<file path="src/hdl/ising_pkg.sv">
////////////////////////////////////////////////////////////
// Ising core package
// Problem size, derived widths and shared types
////////////////////////////////////////////////////////////
package ising_pkg;

    ////////////////////////////////////////////////////////////
    // Problem size
    ////////////////////////////////////////////////////////////
    parameter int NUM_SPIN = 8;
    parameter int BIT_J    = 4;

    ////////////////////////////////////////////////////////////
    // Derived widths
    ////////////////////////////////////////////////////////////
    parameter int SPIN_IDX_W = $clog2(NUM_SPIN);
    // Sign bit plus growth for NUM_SPIN weight terms
    parameter int FIELD_W    = BIT_J + SPIN_IDX_W + 1;
    parameter int ENERGY_W   = FIELD_W + SPIN_IDX_W;
    parameter int ROW_W      = NUM_SPIN * BIT_J;

    ////////////////////////////////////////////////////////////
    // Types
    ////////////////////////////////////////////////////////////
    // Bit set means +1, bit clear means -1
    typedef logic [NUM_SPIN-1:0] spin_vec_t;

    // One coupling row as the host's flat word or the field unit's weights
    typedef union packed {
        logic [ROW_W-1:0]                flat;
        logic [NUM_SPIN-1:0][BIT_J-1:0]  w;
    } j_row_u;

    typedef enum logic [2:0] {
        IDLE,
        SWEEP,
        DRAIN,
        COMMIT,
        DONE
    } ctrl_state_t;

endpackage

</file>
<file path="src/hdl/anneal_ctrl.sv">
////////////////////////////////////////////////////////////
// Anneal controller
// Steps through idle, sweep, drain, commit and done
////////////////////////////////////////////////////////////
module anneal_ctrl import ising_pkg::*; (
    input  logic clk_i,
    input  logic rst_n_i,
    input  logic start_i,
    input  logic iter_zero_i,
    input  logic spin_last_i,
    input  logic iter_last_i,
    output logic cnt_clear_o,
    output logic spin_step_o,
    output logic iter_step_o,
    output logic j_ren_o,
    output logic flip_ren_o,
    output logic load_o,
    output logic stage_o,
    output logic commit_o,
    output logic busy_o,
    output logic done_o
);

    ctrl_state_t state_q;
    ctrl_state_t state_d;
    logic        accept;
    logic        stage_q;
    logic        first_q;

    // Start only counts in IDLE
    assign accept = (state_q == IDLE) && start_i;

    always_comb begin
        state_d = state_q;
        case (state_q)
            IDLE: begin
                if (start_i) begin
                    state_d = iter_zero_i ? DONE : SWEEP;
                end
            end
            SWEEP: begin
                if (spin_last_i) begin
                    state_d = DRAIN;
                end
            end
            DRAIN:   state_d = COMMIT;
            COMMIT: begin
                state_d = iter_last_i ? DONE : SWEEP;
            end
            DONE:    state_d = IDLE;
            default: state_d = IDLE;
        endcase
    end

    always_ff @(posedge clk_i or negedge rst_n_i) begin
        if (!rst_n_i) begin
            state_q <= IDLE;
            stage_q <= 1'b0;
            first_q <= 1'b0;
        end else begin
            state_q <= state_d;
            // Read data lands one cycle after the weight read
            stage_q <= (state_q == SWEEP);
            first_q <= (state_d == SWEEP) && (state_q != SWEEP);
        end
    end

    assign cnt_clear_o = accept;
    assign load_o      = accept;
    assign spin_step_o = (state_q == SWEEP);
    assign j_ren_o     = (state_q == SWEEP);
    // Icon fetched once in the first sweep cycle
    assign flip_ren_o  = first_q;
    assign stage_o     = stage_q;
    assign commit_o    = (state_q == COMMIT);
    assign iter_step_o = (state_q == COMMIT);
    assign busy_o      = (state_q != IDLE);
    assign done_o      = (state_q == DONE);

endmodule

</file>
<file path="src/hdl/field_unit.sv">
////////////////////////////////////////////////////////////
// Field unit
// Local field per spin, sign decision and sweep energy
////////////////////////////////////////////////////////////
module field_unit import ising_pkg::*; (
    input  logic                       clk_i,
    input  logic                       rst_n_i,
    input  logic                       valid_i,
    input  logic                       first_i,
    input  j_row_u                     row_i,
    input  spin_vec_t                  spins_i,
    input  logic [SPIN_IDX_W-1:0]      stage_idx_i,
    output logic                       new_spin_o,
    output logic signed [ENERGY_W-1:0] energy_o
);

    logic signed [FIELD_W-1:0]  h;
    logic signed [ENERGY_W-1:0] h_ext;
    logic signed [ENERGY_W-1:0] term;
    logic signed [ENERGY_W-1:0] acc_next;
    logic signed [ENERGY_W-1:0] acc_q;
    logic signed [ENERGY_W-1:0] energy_q;
    logic                       spin_old;
    logic                       last;

    ////////////////////////////////////////////////////////////
    // Local field
    ////////////////////////////////////////////////////////////
    always_comb begin
        h = '0;
        for (int k = 0; k < NUM_SPIN; k++) begin
            if (spins_i[k]) begin
                h = h + $signed(row_i.w[k]);
            end else begin
                h = h - $signed(row_i.w[k]);
            end
        end
    end

    assign spin_old = spins_i[stage_idx_i];

    // Zero field keeps the spin
    always_comb begin
        if (h > 0) begin
            new_spin_o = 1'b1;
        end else if (h < 0) begin
            new_spin_o = 1'b0;
        end else begin
            new_spin_o = spin_old;
        end
    end

    ////////////////////////////////////////////////////////////
    // Energy
    ////////////////////////////////////////////////////////////
    assign h_ext    = h;
    // Contribution is -s*h
    assign term     = spin_old ? -h_ext : h_ext;
    assign acc_next = first_i ? term : acc_q + term;
    assign last     = (stage_idx_i == SPIN_IDX_W'(NUM_SPIN - 1));

    always_ff @(posedge clk_i or negedge rst_n_i) begin
        if (!rst_n_i) begin
            acc_q    <= '0;
            energy_q <= '0;
        end else if (valid_i) begin
            acc_q <= acc_next;
            // Result held until the next sweep finishes
            if (last) begin
                energy_q <= acc_next;
            end
        end
    end

    assign energy_o = energy_q;

endmodule

</file>
<file path="src/hdl/ising_core.sv">
////////////////////////////////////////////////////////////
// Ising annealing core
// Weight and icon memories, sweep control and spin update
////////////////////////////////////////////////////////////
module ising_core import ising_pkg::*; #(
    parameter int FLIP_DEPTH = 16,
    parameter int ITER_W     = 8
) (
    input  logic                          clk_i,
    input  logic                          rst_n_i,
    // Weight memory load
    input  logic                          j_we_i,
    input  logic [SPIN_IDX_W-1:0]         j_waddr_i,
    input  j_row_u                        j_wdata_i,
    // Flip icon memory load
    input  logic                          flip_we_i,
    input  logic [$clog2(FLIP_DEPTH)-1:0] flip_waddr_i,
    input  spin_vec_t                     flip_wdata_i,
    // Run setup
    input  logic                          cmpt_start_i,
    input  spin_vec_t                     spin_init_i,
    input  logic [ITER_W-1:0]             iter_num_i,
    input  logic [$clog2(FLIP_DEPTH)-1:0] icon_last_i,
    input  logic                          flip_en_i,
    // Results and status
    output spin_vec_t                     spins_o,
    output logic signed [ENERGY_W-1:0]    energy_o,
    output logic                          energy_valid_o,
    output logic                          busy_o,
    output logic                          done_o
);

    // Controller strobes
    logic cnt_clear;
    logic spin_step;
    logic iter_step;
    logic j_ren;
    logic flip_ren;
    logic load;
    logic stage;
    logic commit;

    // Counter outputs
    logic [SPIN_IDX_W-1:0]         spin_idx;
    logic [SPIN_IDX_W-1:0]         stage_idx;
    logic [$clog2(FLIP_DEPTH)-1:0] icon_addr;
    logic                          spin_last;
    logic                          iter_last;
    logic                          iter_zero;
    logic                          stage_first;

    // Data path
    j_row_u    j_rdata;
    spin_vec_t flip_rdata;
    logic      new_spin;

    // Run settings held for the whole run
    logic [$clog2(FLIP_DEPTH)-1:0] icon_last_q;
    logic                          flip_en_q;

    always_ff @(posedge clk_i or negedge rst_n_i) begin
        if (!rst_n_i) begin
            icon_last_q <= '0;
            flip_en_q   <= 1'b0;
        end else if (cnt_clear) begin
            icon_last_q <= icon_last_i;
            flip_en_q   <= flip_en_i;
        end
    end

    assign stage_first    = (stage_idx == '0);
    assign energy_valid_o = commit;

    ////////////////////////////////////////////////////////////
    // Control
    ////////////////////////////////////////////////////////////
    anneal_ctrl u_ctrl (
        .clk_i       (clk_i),
        .rst_n_i     (rst_n_i),
        .start_i     (cmpt_start_i),
        .iter_zero_i (iter_zero),
        .spin_last_i (spin_last),
        .iter_last_i (iter_last),
        .cnt_clear_o (cnt_clear),
        .spin_step_o (spin_step),
        .iter_step_o (iter_step),
        .j_ren_o     (j_ren),
        .flip_ren_o  (flip_ren),
        .load_o      (load),
        .stage_o     (stage),
        .commit_o    (commit),
        .busy_o      (busy_o),
        .done_o      (done_o)
    );

    sweep_counter #(
        .ITER_W     (ITER_W),
        .FLIP_DEPTH (FLIP_DEPTH)
    ) u_counter (
        .clk_i       (clk_i),
        .rst_n_i     (rst_n_i),
        .clear_i     (cnt_clear),
        .spin_step_i (spin_step),
        .iter_step_i (iter_step),
        .iter_num_i  (iter_num_i),
        .icon_last_i (icon_last_q),
        .spin_idx_o  (spin_idx),
        .stage_idx_o (stage_idx),
        .icon_addr_o (icon_addr),
        .spin_last_o (spin_last),
        .iter_last_o (iter_last),
        .iter_zero_o (iter_zero)
    );

    ////////////////////////////////////////////////////////////
    // Memories
    ////////////////////////////////////////////////////////////
    l1_ram #(
        .DATA_W (ROW_W),
        .DEPTH  (NUM_SPIN)
    ) u_j_mem (
        .clk_i   (clk_i),
        .we_i    (j_we_i),
        .waddr_i (j_waddr_i),
        .wdata_i (j_wdata_i.flat),
        .re_i    (j_ren),
        .raddr_i (spin_idx),
        .rdata_o (j_rdata)
    );

    l1_ram #(
        .DATA_W (NUM_SPIN),
        .DEPTH  (FLIP_DEPTH)
    ) u_flip_mem (
        .clk_i   (clk_i),
        .we_i    (flip_we_i),
        .waddr_i (flip_waddr_i),
        .wdata_i (flip_wdata_i),
        .re_i    (flip_ren),
        .raddr_i (icon_addr),
        .rdata_o (flip_rdata)
    );

    ////////////////////////////////////////////////////////////
    // Data path
    ////////////////////////////////////////////////////////////
    field_unit u_field (
        .clk_i       (clk_i),
        .rst_n_i     (rst_n_i),
        .valid_i     (stage),
        .first_i     (stage_first),
        .row_i       (j_rdata),
        .spins_i     (spins_o),
        .stage_idx_i (stage_idx),
        .new_spin_o  (new_spin),
        .energy_o    (energy_o)
    );

    spin_reg u_spins (
        .clk_i       (clk_i),
        .rst_n_i     (rst_n_i),
        .load_i      (load),
        .init_i      (spin_init_i),
        .stage_i     (stage),
        .stage_idx_i (stage_idx),
        .new_spin_i  (new_spin),
        .commit_i    (commit),
        .flip_en_i   (flip_en_q),
        .flip_mask_i (flip_rdata),
        .spins_o     (spins_o)
    );

endmodule

</file>
<file path="src/hdl/l1_ram.sv">
////////////////////////////////////////////////////////////
// L1 memory with one write port and a registered read port
////////////////////////////////////////////////////////////
module l1_ram #(
    parameter int DATA_W = 32,
    parameter int DEPTH  = 16
) (
    input  logic                     clk_i,
    input  logic                     we_i,
    input  logic [$clog2(DEPTH)-1:0] waddr_i,
    input  logic [DATA_W-1:0]        wdata_i,
    input  logic                     re_i,
    input  logic [$clog2(DEPTH)-1:0] raddr_i,
    output logic [DATA_W-1:0]        rdata_o
);

    logic [DATA_W-1:0] mem_q [DEPTH];

    always_ff @(posedge clk_i) begin
        if (we_i) begin
            mem_q[waddr_i] <= wdata_i;
        end
    end

    // Read data stays put until the next read
    always_ff @(posedge clk_i) begin
        if (re_i) begin
            rdata_o <= mem_q[raddr_i];
        end
    end

endmodule

</file>
<file path="src/hdl/spin_reg.sv">
////////////////////////////////////////////////////////////
// Spin register
// Committed spin state and the copy staged during a sweep
////////////////////////////////////////////////////////////
module spin_reg import ising_pkg::*; (
    input  logic                  clk_i,
    input  logic                  rst_n_i,
    input  logic                  load_i,
    input  spin_vec_t             init_i,
    input  logic                  stage_i,
    input  logic [SPIN_IDX_W-1:0] stage_idx_i,
    input  logic                  new_spin_i,
    input  logic                  commit_i,
    input  logic                  flip_en_i,
    input  spin_vec_t             flip_mask_i,
    output spin_vec_t             spins_o
);

    spin_vec_t state_q;
    spin_vec_t staged_q;
    spin_vec_t commit_val;

    // Icon applied on top of the new spins
    assign commit_val = flip_en_i ? (staged_q ^ flip_mask_i) : staged_q;

    ////////////////////////////////////////////////////////////
    // Committed state
    ////////////////////////////////////////////////////////////
    always_ff @(posedge clk_i or negedge rst_n_i) begin
        if (!rst_n_i) begin
            state_q <= '0;
        end else if (load_i) begin
            state_q <= init_i;
        end else if (commit_i) begin
            state_q <= commit_val;
        end
    end

    ////////////////////////////////////////////////////////////
    // Staged copy
    ////////////////////////////////////////////////////////////
    always_ff @(posedge clk_i) begin
        if (stage_i) begin
            // One spin per cycle in sweep order
            staged_q[stage_idx_i] <= new_spin_i;
        end
    end

    assign spins_o = state_q;

endmodule

</file>
<file path="src/hdl/sweep_counter.sv">
////////////////////////////////////////////////////////////
// Sweep counters
// Spin index, stage position, iteration and icon address
////////////////////////////////////////////////////////////
module sweep_counter import ising_pkg::*; #(
    parameter int ITER_W     = 8,
    parameter int FLIP_DEPTH = 16
) (
    input  logic                          clk_i,
    input  logic                          rst_n_i,
    input  logic                          clear_i,
    input  logic                          spin_step_i,
    input  logic                          iter_step_i,
    input  logic [ITER_W-1:0]             iter_num_i,
    input  logic [$clog2(FLIP_DEPTH)-1:0] icon_last_i,
    output logic [SPIN_IDX_W-1:0]         spin_idx_o,
    output logic [SPIN_IDX_W-1:0]         stage_idx_o,
    output logic [$clog2(FLIP_DEPTH)-1:0] icon_addr_o,
    output logic                          spin_last_o,
    output logic                          iter_last_o,
    output logic                          iter_zero_o
);

    logic [SPIN_IDX_W-1:0]         spin_idx_q;
    logic [SPIN_IDX_W-1:0]         stage_idx_q;
    logic [ITER_W-1:0]             iter_cnt_q;
    logic [ITER_W-1:0]             iter_num_q;
    logic [$clog2(FLIP_DEPTH)-1:0] icon_addr_q;

    always_ff @(posedge clk_i or negedge rst_n_i) begin
        if (!rst_n_i) begin
            spin_idx_q  <= '0;
            stage_idx_q <= '0;
            iter_cnt_q  <= '0;
            iter_num_q  <= '0;
            icon_addr_q <= '0;
        end else begin
            stage_idx_q <= spin_idx_q;
            if (clear_i) begin
                spin_idx_q  <= '0;
                iter_cnt_q  <= '0;
                iter_num_q  <= iter_num_i;
                icon_addr_q <= '0;
            end else begin
                if (spin_step_i) begin
                    spin_idx_q <= spin_last_o ? '0 : spin_idx_q + 1'b1;
                end
                if (iter_step_i) begin
                    iter_cnt_q  <= iter_cnt_q + 1'b1;
                    // Icon wraps after the last loaded address
                    icon_addr_q <= (icon_addr_q == icon_last_i) ? '0 : icon_addr_q + 1'b1;
                end
            end
        end
    end

    assign spin_idx_o  = spin_idx_q;
    assign stage_idx_o = stage_idx_q;
    assign icon_addr_o = icon_addr_q;
    assign spin_last_o = (spin_idx_q == SPIN_IDX_W'(NUM_SPIN - 1));
    assign iter_last_o = ((iter_cnt_q + ITER_W'(1)) == iter_num_q);
    assign iter_zero_o = (iter_num_i == '0);

endmodule

</file>
<file path="config.mk">
export PLATFORM = sky130hd
export DESIGN_NAME = ising_core
export DESIGN_NICKNAME = d
export VERILOG_FILES = /design/src/hdl/ising_pkg.sv /design/src/hdl/anneal_ctrl.sv /design/src/hdl/field_unit.sv /design/src/hdl/ising_core.sv /design/src/hdl/l1_ram.sv /design/src/hdl/spin_reg.sv /design/src/hdl/sweep_counter.sv
export SDC_FILE = /design/constraint.sdc
export NUM_CORES = 1
export LEC_CHECK = 0
export BUFFER_PORTS_ARGS = -buffer_cell sky130_fd_sc_hd__buf_2
export CORE_ASPECT_RATIO = 0.9
export CORE_UTILIZATION = 65
export DETAILED_ROUTE_END_ITERATION = 8
export PLACE_DENSITY = 0.88
export SLEW_MARGIN = 20
export SYNTH_ARGS = -nofsm -noshare
export SYNTH_HDL_FRONTEND = slang
export SYNTH_HIERARCHICAL = 1
export SYNTH_SLANG_ARGS = --single-unit
</file>
<file path="constraint.sdc">
create_clock -name clk_i -period 16.4 [get_ports clk_i]
set_clock_uncertainty 0.1 [all_clocks]
set_input_delay 1.64 -clock clk_i [delete_from_list [all_inputs] [get_ports clk_i]]
set_output_delay 1.64 -clock clk_i [all_outputs]
set_load 0.02 [all_outputs]
</file>
# After elaboration in Yosys (flattened, before gate mapping)
# Memories as Yosys holds them, arrays and structs flattened. A register that Yosys moved wholly into a read port is not among the register bits.
# Index checks and enable logic that the tools add are counted.
# op_classes
n_addsub,20
multipliers,0
div_mod_pow,0
n_lt_le_gt_ge,4
eq_ne,10
shifts,0
muxes,37
bitwise_logic,1
n_reduce_logical,10
# op_table
op,n
$mux W8,13
$add A8 B4 Y8,7
$sub A8 B4 Y8,7
$mux W11,2
$mux W3,7
$mux W4,3
$pmux W3 S4,1
$add A11 B11 Y11,1
$neg A8 Y11,1
$eq A3 B3 Y1 const B,3
$add A8 B1 Y8 const B,1
$bwmux W8,1
$eq A8 B8 Y1,1
$gt A8 B1 Y1 const B,1
$logic_not A8 Y1,1
$lt A8 B1 Y1 const B,1
$mux W1,8
$xor A8 B8 Y8,1
$eq A3 B1 Y1 const B,2
$eq A3 B2 Y1 const B,2
$logic_not A3 Y1,2
$sub A1 B4 Y5 const A,1
$add A4 B1 Y4 const B,1
$eq A4 B4 Y1,1
other kinds (10),13
# totals
register_bits,74
latchBits,0
ramBits,384
mem_bits_ro,0
elab_cells,98
mem_count,2
# memory_table
name,depth,word_bits,read_ports,rd_ports_with_merged_regs,write_ports,line_no,text
u_j_mem.mem_q,8,32,1,1,1,l1_ram.sv:17,logic [DATA_W-1:0] mem_q [DEPTH];
u_flip_mem.mem_q,16,8,1,1,1,l1_ram.sv:17,

# Logic depth before layout (Yosys ltp)
# Gate-level depths: netlist of run 1.
# depth
ltp_word,20
ltp_mapped,44
mapped_depth_nobuf,44

# Hierarchy
# Netlist of run 1, hierarchy kept.
# modules_own_cells
mod,n_inst,cells_per_inst,area_each_um2
l1_ram at u_j_mem,1,415,10786.6
l1_ram at u_flip_mem,1,229,5227.5
field_unit,1,528,4294.1
sweep_counter,1,130,1388.8
spin_reg,1,65,749.5
anneal_ctrl,1,28,295.3
ising_core,1,11,186.4

# Worst setup path after synthesis of run 1
# OpenSTA, ideal clock, no wires.
# synth_path
path_type,flip-flop to flip-flop
start,register u_spins.state_q[1] (netlist: u_spins/spins_o[1])
end,register u_field.acc_q[10]
arrival_ps,7883
slack_ps,8292
path_stages_with_launch,29
path_buffers,1
path_cell_list,dfrtp_1 -> buf_6 -> mux2_2 -> fa_1 -> inv_1 -> fa_1 -> inv_1 -> fa_1 -> fa_1 -> fa_1 -> fa_1 -> a21o_1 -> a21oi_1 -> xnor2_1 -> ha_1 -> or3_1 -> nor2b_1 -> or2_0 -> or4_1 -> o31ai_1 -> xor2_1 -> ha_1 -> a21oi_1 -> o21ai_0 -> a31oi_1 -> xor2_1 -> nor2_1 -> xor2_1 -> mux2_2
# synth_via
elab_chain_len,17
word_cells_on_any_way,25
classes_between,add/sub: 14; mux: 11
# synth_rtl
element,line_no,text
start: declaration,spin_reg.sv:19,spin_vec_t state_q;
start signal: assignment,spin_reg.sv:33,state_q <= init_i;
start signal: assignment,spin_reg.sv:35,state_q <= commit_val;
$mux W8,field_unit.sv:32,if (spins_i[k]) begin
$sub A8 B4 Y8 / $add A8 B4 Y8 (equally long branches),"field_unit.sv:35, field_unit.sv:33",
$mux W8,field_unit.sv:32,
$sub A8 B4 Y8 / $add A8 B4 Y8 (equally long branches),"field_unit.sv:35, field_unit.sv:33",
$mux W8,field_unit.sv:32,
$sub A8 B4 Y8 / $add A8 B4 Y8 (equally long branches),"field_unit.sv:35, field_unit.sv:33",
$mux W8,field_unit.sv:32,
$sub A8 B4 Y8 / $add A8 B4 Y8 (equally long branches),"field_unit.sv:35, field_unit.sv:33",
$mux W8,field_unit.sv:32,
$sub A8 B4 Y8 / $add A8 B4 Y8 (equally long branches),"field_unit.sv:35, field_unit.sv:33",
$mux W8,field_unit.sv:32,
$sub A8 B4 Y8 / $add A8 B4 Y8 (equally long branches),"field_unit.sv:35, field_unit.sv:33",
$mux W8,field_unit.sv:32,
$neg A8 Y11,field_unit.sv:58,assign term = spin_old ? -h_ext : h_ext;
$mux W11 *,field_unit.sv:58,
$add A11 B11 Y11,field_unit.sv:59,assign acc_next = first_i ? term : acc_q + term;
$mux W11 *,field_unit.sv:59,
end signal: assignment,field_unit.sv:67,acc_q <= acc_next;
end: declaration,field_unit.sv:21,logic signed [ENERGY_W-1:0] acc_q;
# Mark *: on every way between the ends. The rest lies on a longest branch, timed or not. The select of a mux whose other input is x is not followed.
# A chain may end at the register's enable or synchronous reset.

# Final worst setup path of run 1
# layout_path
start,"register u_j_mem.rdata_o[4], read port of u_j_mem.mem_q"
end,register u_field.energy_q[10] (netlist: u_field/energy_o[10])
# layout_via
elab_chain_len,18
word_cells_on_any_way,25
classes_between,add/sub: 16; mux: 9
# layout_rtl
element,line_no,text
start: declaration,l1_ram.sv:14,output logic [DATA_W-1:0] rdata_o
$sub A8 B4 Y8 / $add A8 B4 Y8 (equally long branches),"field_unit.sv:35, field_unit.sv:33",
$mux W8 *,field_unit.sv:32,
$sub A8 B4 Y8 / $add A8 B4 Y8 (equally long branches),"field_unit.sv:35, field_unit.sv:33",
$mux W8 *,field_unit.sv:32,
$sub A8 B4 Y8 / $add A8 B4 Y8 (equally long branches),"field_unit.sv:35, field_unit.sv:33",
$mux W8 *,field_unit.sv:32,
$sub A8 B4 Y8 / $add A8 B4 Y8 (equally long branches),"field_unit.sv:35, field_unit.sv:33",
$mux W8 *,field_unit.sv:32,
(+2 left out),n/a,
$sub A8 B4 Y8 / $add A8 B4 Y8 (equally long branches),"field_unit.sv:35, field_unit.sv:33",
$mux W8 *,field_unit.sv:32,
$sub A8 B4 Y8 / $add A8 B4 Y8 (equally long branches),"field_unit.sv:35, field_unit.sv:33",
$mux W8 *,field_unit.sv:32,
$neg A8 Y11,field_unit.sv:58,
$mux W11 *,field_unit.sv:58,
$add A11 B11 Y11,field_unit.sv:59,
$mux W11 *,field_unit.sv:59,
end signal: assignment,field_unit.sv:70,energy_q <= acc_next;
end: declaration,field_unit.sv:22,logic signed [ENERGY_W-1:0] energy_q;
# Mark *: on every way between the ends. The rest lies on a longest branch, timed or not.

==> results of run 1 <==
## how the worst min path moves through the flow
stage,startpoint,to,slack [ns],cells past startpoint
6_report,u_field/energy_o[7],u_field/energy_o[7],0.38,2
5_1_grt,u_field/energy_o[0],u_field/energy_o[0],0.40,2
4_1_cts,u_field/energy_o[7],u_field/energy_o[7],0.38,2
3_5_place_dp,u_field/energy_o[7],u_field/energy_o[7],0.37,2
3_3_place_gp,u_field/energy_o[7],u_field/energy_o[7],0.36,2
2_1_floorplan,u_counter/spin_idx_o[1],u_counter/stage_idx_o[1],0.30,0
## per-stage QoR
step,setup slack (ns),area [sq um]
CTS,7.15,25300
detailed placement,7.41,23800
finish,6.88,25400
global placement,7.85,23800
global route,6.54,25400
floorplan,8.29,22900
## layout make-up
type | instances | share of cell area [%]
Clock inverter | 31 | 1.25
Timing Repair Buffer | 112 | 2.39
Multi-Input combinational cell | 802 | 30.7
Inverter | 53 | 0.784
Sequential cell | 498 | 57.7
Clock buffer | 56 | 4.85
Tap cell | 462 | 2.28
Antenna cell | 3 | 0.0296
## registers in the layout (all words and copies together) (netlist names)
| signal | flops |
|---|---|
| u_ctrl/stage_o | 1 |
| icon_last_q | 4 |
| u_field/acc_q | 11 |
| u_counter/icon_addr_o | 4 |
| u_j_mem/rdata_o | 32 |
| flip_en_q | 1 |
| u_spins/spins_o | 8 |
| u_counter/iter_cnt_q | 8 |
| u_spins/staged_q | 8 |
| u_flip_mem/mem_q | 128 |
| u_ctrl/flip_ren_o | 1 |
| u_flip_mem/rdata_o | 8 |
| u_counter/stage_idx_o | 3 |
| u_j_mem/mem_q | 256 |
| u_ctrl/state_q | 3 |
| u_counter/spin_idx_o | 3 |
| u_counter/iter_num_q | 8 |
| u_field/energy_o | 11 |
## critical path, delay by kind of cell, from the launching register on
| kind | cells | cell delay (ns) |
|---|---|---|
| adder cells (fa/ha/maj) | 9 | 2.92 |
| AO/OA/AOI/OAI | 10 | 2.26 |
| AND/OR/NAND/NOR | 11 | 1.95 |
| XOR/XNOR | 6 | 1.05 |
| multiplexers | 2 | 0.59 |
| flip-flops | 1 | 0.42 |
| buffers and inverters | 1 | 0.08 |
## placed cells by master (no fill, tap or decap), types with 8 or more instances in the layout
cell	instances
buf_4	18
clkinv_1	10
dfrtp_1	62
clkbuf_16	48
mux2_2	48
ha_1	80
nor2_1	83
o21bai_1	10
o21ai_0	47
mux2_1	8
nor3_1	17
edfxtp_1	432
a22oi_1	24
nor2b_1	17
buf_2	94
xor2_1	40
clkbuf_1	8
nand2_1	60
fa_1	8
inv_1	53
mux4_2	43
o21ai_1	13
a21o_1	13
mux4_1	55
xnor2_1	51
a21oi_1	50
mux2i_1	24
nand2b_1	17
## per-layer routing
| layer | vias up | track usage [%] | part of all wire (%) |
|---|---|---|---|
| met5 | - | 0 | 0.034 |
| met3 | 151 | 4.53 | 7.8 |
| met2 | 756 | 46.1 | 50 |
| met1 | 6570 | 37.4 | 39 |
| li1 | 5675 | - | - |
| met4 | 2 | 10.5 | 3.1 |
## cell families (layout without fill, tap and decap cells)
logic type,Yosys count,after routing,synth area share [%]
AND/OR/NAND/NOR,255,255,5.44
flip-flops,498,498,63.8
buffers and inverters,106,252,2.58
AO/OA/AOI/OAI,186,186,4.99
other,0,3,0
XOR/XNOR,95,95,3.81
adder cells (fa/ha/maj),88,88,5.06
multiplexers,178,178,14.3
==> impl_metrics.ini, run 1 <==
[flow_run]
drv_cap = 0

[logic_synthesis]
synth_cell_types = 67
syn_nets = 1567
yosysTopAreaCell = edfxtp_1
netlist_area_sq_mm = 0.0229
ys_seq_area_share_pct = 63.8
synthFlopType = edfxtp_1
yosysWarnings = 6
yosys-top-cells-area = edfxtp_1 (57%), dfrtp_1 (7.2%), mux4_1 (6.3%)
syn_inst = 1406
synth_top_area_share_pct = 56.6
synth-edff-count = 432
yosysMostFrequentCell = edfxtp_1
syn_area_per_cell_sq_um = 16.3
yosys-top-cells-count = edfxtp_1 (432), nor2_1 (89), ha_1 (80), dfrtp_1 (66), nand2_1 (60)
ys_async_sr_fraction_pct = 13.3
synth_seq_cells = 498

[die]
row_count = 64
start_util_pct = 66.7
coreArea_sq_mm = 0.0344
dieArea_sq_mm = 0.0360
die_w_um = 200
die_height_um = 180
ios = 95

[worst_hold_path]
hp-class = flop to flop

[critical_path]
crit_end = u_field/energy_o[10]
reg2reg_depth = 39
crit_start = u_j_mem/rdata_o[4]
worst_ep_arrival_time_ns = 9.87
end_kind = flop
critPathRequiredTime_ns = 16.75
cp-start-kind = flop
rrSetupSlack_ns = 6.88
cpMostUsedCell = ha_1
worst_path_largest_cell_delay_ns = 0.50
r2r-start = u_j_mem/rdata_o[4]
crit_type = flop to flop
r2r-end = u_field/energy_o[10]
crit_fanout = 4
slowest_stage = or4_1

[route]
drt.antenna.violating_nets = 0
dr.pass1.iters = 6
via_per_inst = 6.52
wirelength_um = 50000
wire_per_inst_um = 24.8
drt_iter0_drc = 1499
via_count = 13200
drc_errors = 0

[placed_design]
dp.cells = 1927
place.gp.congestion = 0.875
dp_hpwl_um = 29700
numPortBuffers = 94

[clock_tree]
cts.sinks = 498
cts_resized = 0
cts_tree = done
h-tree-depth = 2
worstSkewPairLatency_ns = 0.59
cts_buffer_depth = 3
cts.hold.buffers_added = 0
clkTransAtPathRegs_ns = 0.06
numCtsBuffers = 48
post_cts_buffers = 0
cts_root_buffer = clkbuf_16

[finish]
postLayoutCoreUtil_pct = 73.8
nFillCells = 1889
multiInputGateArea_sq_mm = 0.00779
finalNonFillerCells = 2017
fin_nets = 1676
area_growth_pct = 10.6
seq_area_sq_mm = 0.0146
drive_above_1_share_pct = 19.9

[global_route]
track_usage_pct = 27.8
gr-total-overflow = 0
grt_max_degree = 67
grt_pass1_wl_um = 74800
grt_pass1_vias = 13500
antenna_found_initial = 2

[outcome]
outcome = finished clean

[sta]
fmax_ghz = 0.105
fin_setup_tns_ns = 0
timing.hold.ws_ns = 0.381
worstMarginPinSlew_ns = 1.20
slew_headroom_pct = 19.9
setup_viol = 0
fin_crit_sh_pct = 58.0
finalCriticalPeriod_ns = 9.52
finalMaxSlewViolations = 0
grt_setup_unrepaired = no
timing.final.hold_violations = 0
Power of run 1 is not shown: default switching activity piles up to over one toggle a cycle in this logic, so the estimate is an artifact.
==> run 2: changes to the inputs <==
--- a/config.mk
+++ b/config.mk
@@ -7,9 +7,9 @@
 export LEC_CHECK = 0
 export BUFFER_PORTS_ARGS = -buffer_cell sky130_fd_sc_hd__buf_2
 export CORE_ASPECT_RATIO = 0.9
-export CORE_UTILIZATION = 65
+export CORE_UTILIZATION = 62
 export DETAILED_ROUTE_END_ITERATION = 8
-export PLACE_DENSITY = 0.88
+export PLACE_DENSITY = 0.85
 export SLEW_MARGIN = 20
 export SYNTH_ARGS = -nofsm -noshare
 export SYNTH_HDL_FRONTEND = slang
==> constraint.sdc (replaced) <==
create_clock -name clk_i -period 9.1 [get_ports clk_i]
set_clock_uncertainty 0.1 [all_clocks]
set_input_delay 0.91 -clock clk_i [delete_from_list [all_inputs] [get_ports clk_i]]
set_output_delay 0.91 -clock clk_i [all_outputs]
set_load 0.02 [all_outputs]
==> run 2 against run 1 <==
Routed wire length down 5.8%; first-iteration DRC count decreased by 17%; register-to-register slack got worse by 6.4 ns; global-route usage down 2.4 points; hold slack worse by 0.0062 ns; core utilization down 3.3 points; via count shrank 3.0%; cell area is 0.77% higher; critical endpoint unchanged; worst setup slack worse by 6.4 ns; die area grew 4.8%; critical path depth is the same; critical path type unchanged; cell count grew 1.0%.
==> impl_metrics.ini, run 2 (synthesis results as in run 1) <==
[die]
start_util_pct = 63.2
die_height_um = 184
coreArea_sq_mm = 0.0363
die_w_um = 205
ios = 95
row_count = 66
dieArea_sq_mm = 0.0378

[sta]
finalWorstSetupSlack_ns = 0.432
timing.hold.ws_ns = 0.375
setup_viol = 0
worstMarginPinSlew_ns = 1.02
slew_headroom_pct = 32.1
finalMaxSlewViolations = 0
finalCriticalPeriod_ns = 8.67
fmax_ghz = 0.115
timing.final.hold_violations = 0
fin_crit_sh_pct = 95.2

[critical_path]
crit_type = flop to flop
r2r-end = u_field/energy_o[10]
reg2reg_depth = 39
crit_end = u_field/energy_o[10]
crit_start = u_j_mem/rdata_o[4]
worst_path_largest_cell_delay_ns = 0.52
worst_ep_arrival_time_ns = 9.01
r2r-start = u_j_mem/rdata_o[4]
critPathRequiredTime_ns = 9.44
slowest_stage = or4_1
cp-start-kind = flop
end_kind = flop
crit_fanout = 4
rrSetupSlack_ns = 0.43
cpMostUsedCell = ha_1

[clock_tree]
h-tree-depth = 2
worstSkewPairLatency_ns = 0.57
cts.sinks = 498
cts_root_buffer = clkbuf_16
cts.hold.buffers_added = 0
numCtsBuffers = 49
clkTransAtPathRegs_ns = 0.07
cts_tree = done
cts_buffer_depth = 3

[placed_design]
pre_cts_slack_ns = 0.262
place.gp.congestion = 0.863
dp_hpwl_um = 28700
dp.cells = 1943
numPortBuffers = 94

[global_route]
grt_max_degree = 68
grt_pass1_vias = 13100
antenna_found_initial = 3
track_usage_pct = 25.5
gr-total-overflow = 0
grt_pass1_wl_um = 72300

[route]
met2_length_um = 23700
via_per_inst = 6.26
via_count = 12800
route.layer.met1.wl_um = 18900
wirelength_um = 47100
drt_iter0_drc = 1248
routed-wl-met3_um = 3440
wire_per_inst_um = 23.1
drc_errors = 0
highest_layer = met5
drt.antenna.violating_nets = 0
dr.pass1.iters = 5

[finish]
final_cell_mix = edfxtp_1 (432), buf_2 (94), nor2_1 (83), ha_1 (80), dfrtp_1 (63)
finalNonFillerCells = 2038
regMostFlops = u_j_mem/mem_q
fin_nets = 1681
multiInputGateArea_sq_mm = 0.00782
layout.cells.most_common = edfxtp_1
seq_area_sq_mm = 0.0146
drive_above_1_share_pct = 20.9
area_growth_pct = 11.5
postLayoutCoreUtil_pct = 70.5
nFillCells = 2148
largest_reg_flops = 256
largest_registers = u_j_mem/mem_q x256, u_flip_mem/mem_q x128, u_j_mem/rdata_o x32

[worst_hold_path]
hp-class = flop to flop
hp-start = u_field/energy_o[8]

[outcome]
outcome = finished clean

[flow_run]
drv_cap = 0
[run 2: metrics by stage]
stage | instance area, sq um | setup TNS (ns)
after CTS | 25500 | 0
after floorplan | 22900 | 0
final | 25600 | 0
after global placement | 23800 | 0
after global routing | 25600 | -0.0613
after detailed placement | 23800 | 0
[run 2: layer usage]
layer	vias to the layer above	GRT usage [%]
li1	5679	-
met2	544	42.5
met3	78	4.53
met1	6460	34.7
met4	2	7.13
met5	-	0
[run 2: worst min path at each step]
stage          slack, ns                  endpoint  depth (start not counted)
2_1_floorplan       0.30  u_counter/stage_idx_o[1]                          0
3_3_place_gp        0.36       u_field/energy_o[3]                          2
3_5_place_dp        0.37       u_field/energy_o[8]                          2
4_1_cts             0.38       u_field/energy_o[8]                          2
5_1_grt             0.40       u_field/energy_o[8]                          2
6_report            0.38       u_field/energy_o[8]                          2
[run 2: area by class of cell]
cell class / instances / share of cell area [%]
Inverter: 53 / 0.778
Timing Repair Buffer: 116 / 2.49
Multi-Input combinational cell: 802 / 30.6
Antenna cell: 2 / 0.0196
Clock buffer: 54 / 4.95
Sequential cell: 498 / 57.2
Clock inverter: 37 / 1.60
Tap cell: 476 / 2.33
[run 2: repair_timing]
item / in CTS / in global routing
buffers inserted: 0 / 2
setup endpoints to repair: 0 / 7
gates resized for setup: 0 / 6
[run 2: critical path, delay by kind of cell (launching register included)]
| kind | cells | cell delay (ns) |
|---|---|---|
| AND/OR/NAND/NOR | 11 | 2.06 |
| flip-flops | 1 | 0.43 |
| adder cells (fa/ha/maj) | 9 | 2.68 |
| AO/OA/AOI/OAI | 10 | 1.59 |
| buffers and inverters | 1 | 0.10 |
| XOR/XNOR | 6 | 0.98 |
| multiplexers | 2 | 0.57 |
Power of run 2 is left out for the same reason.
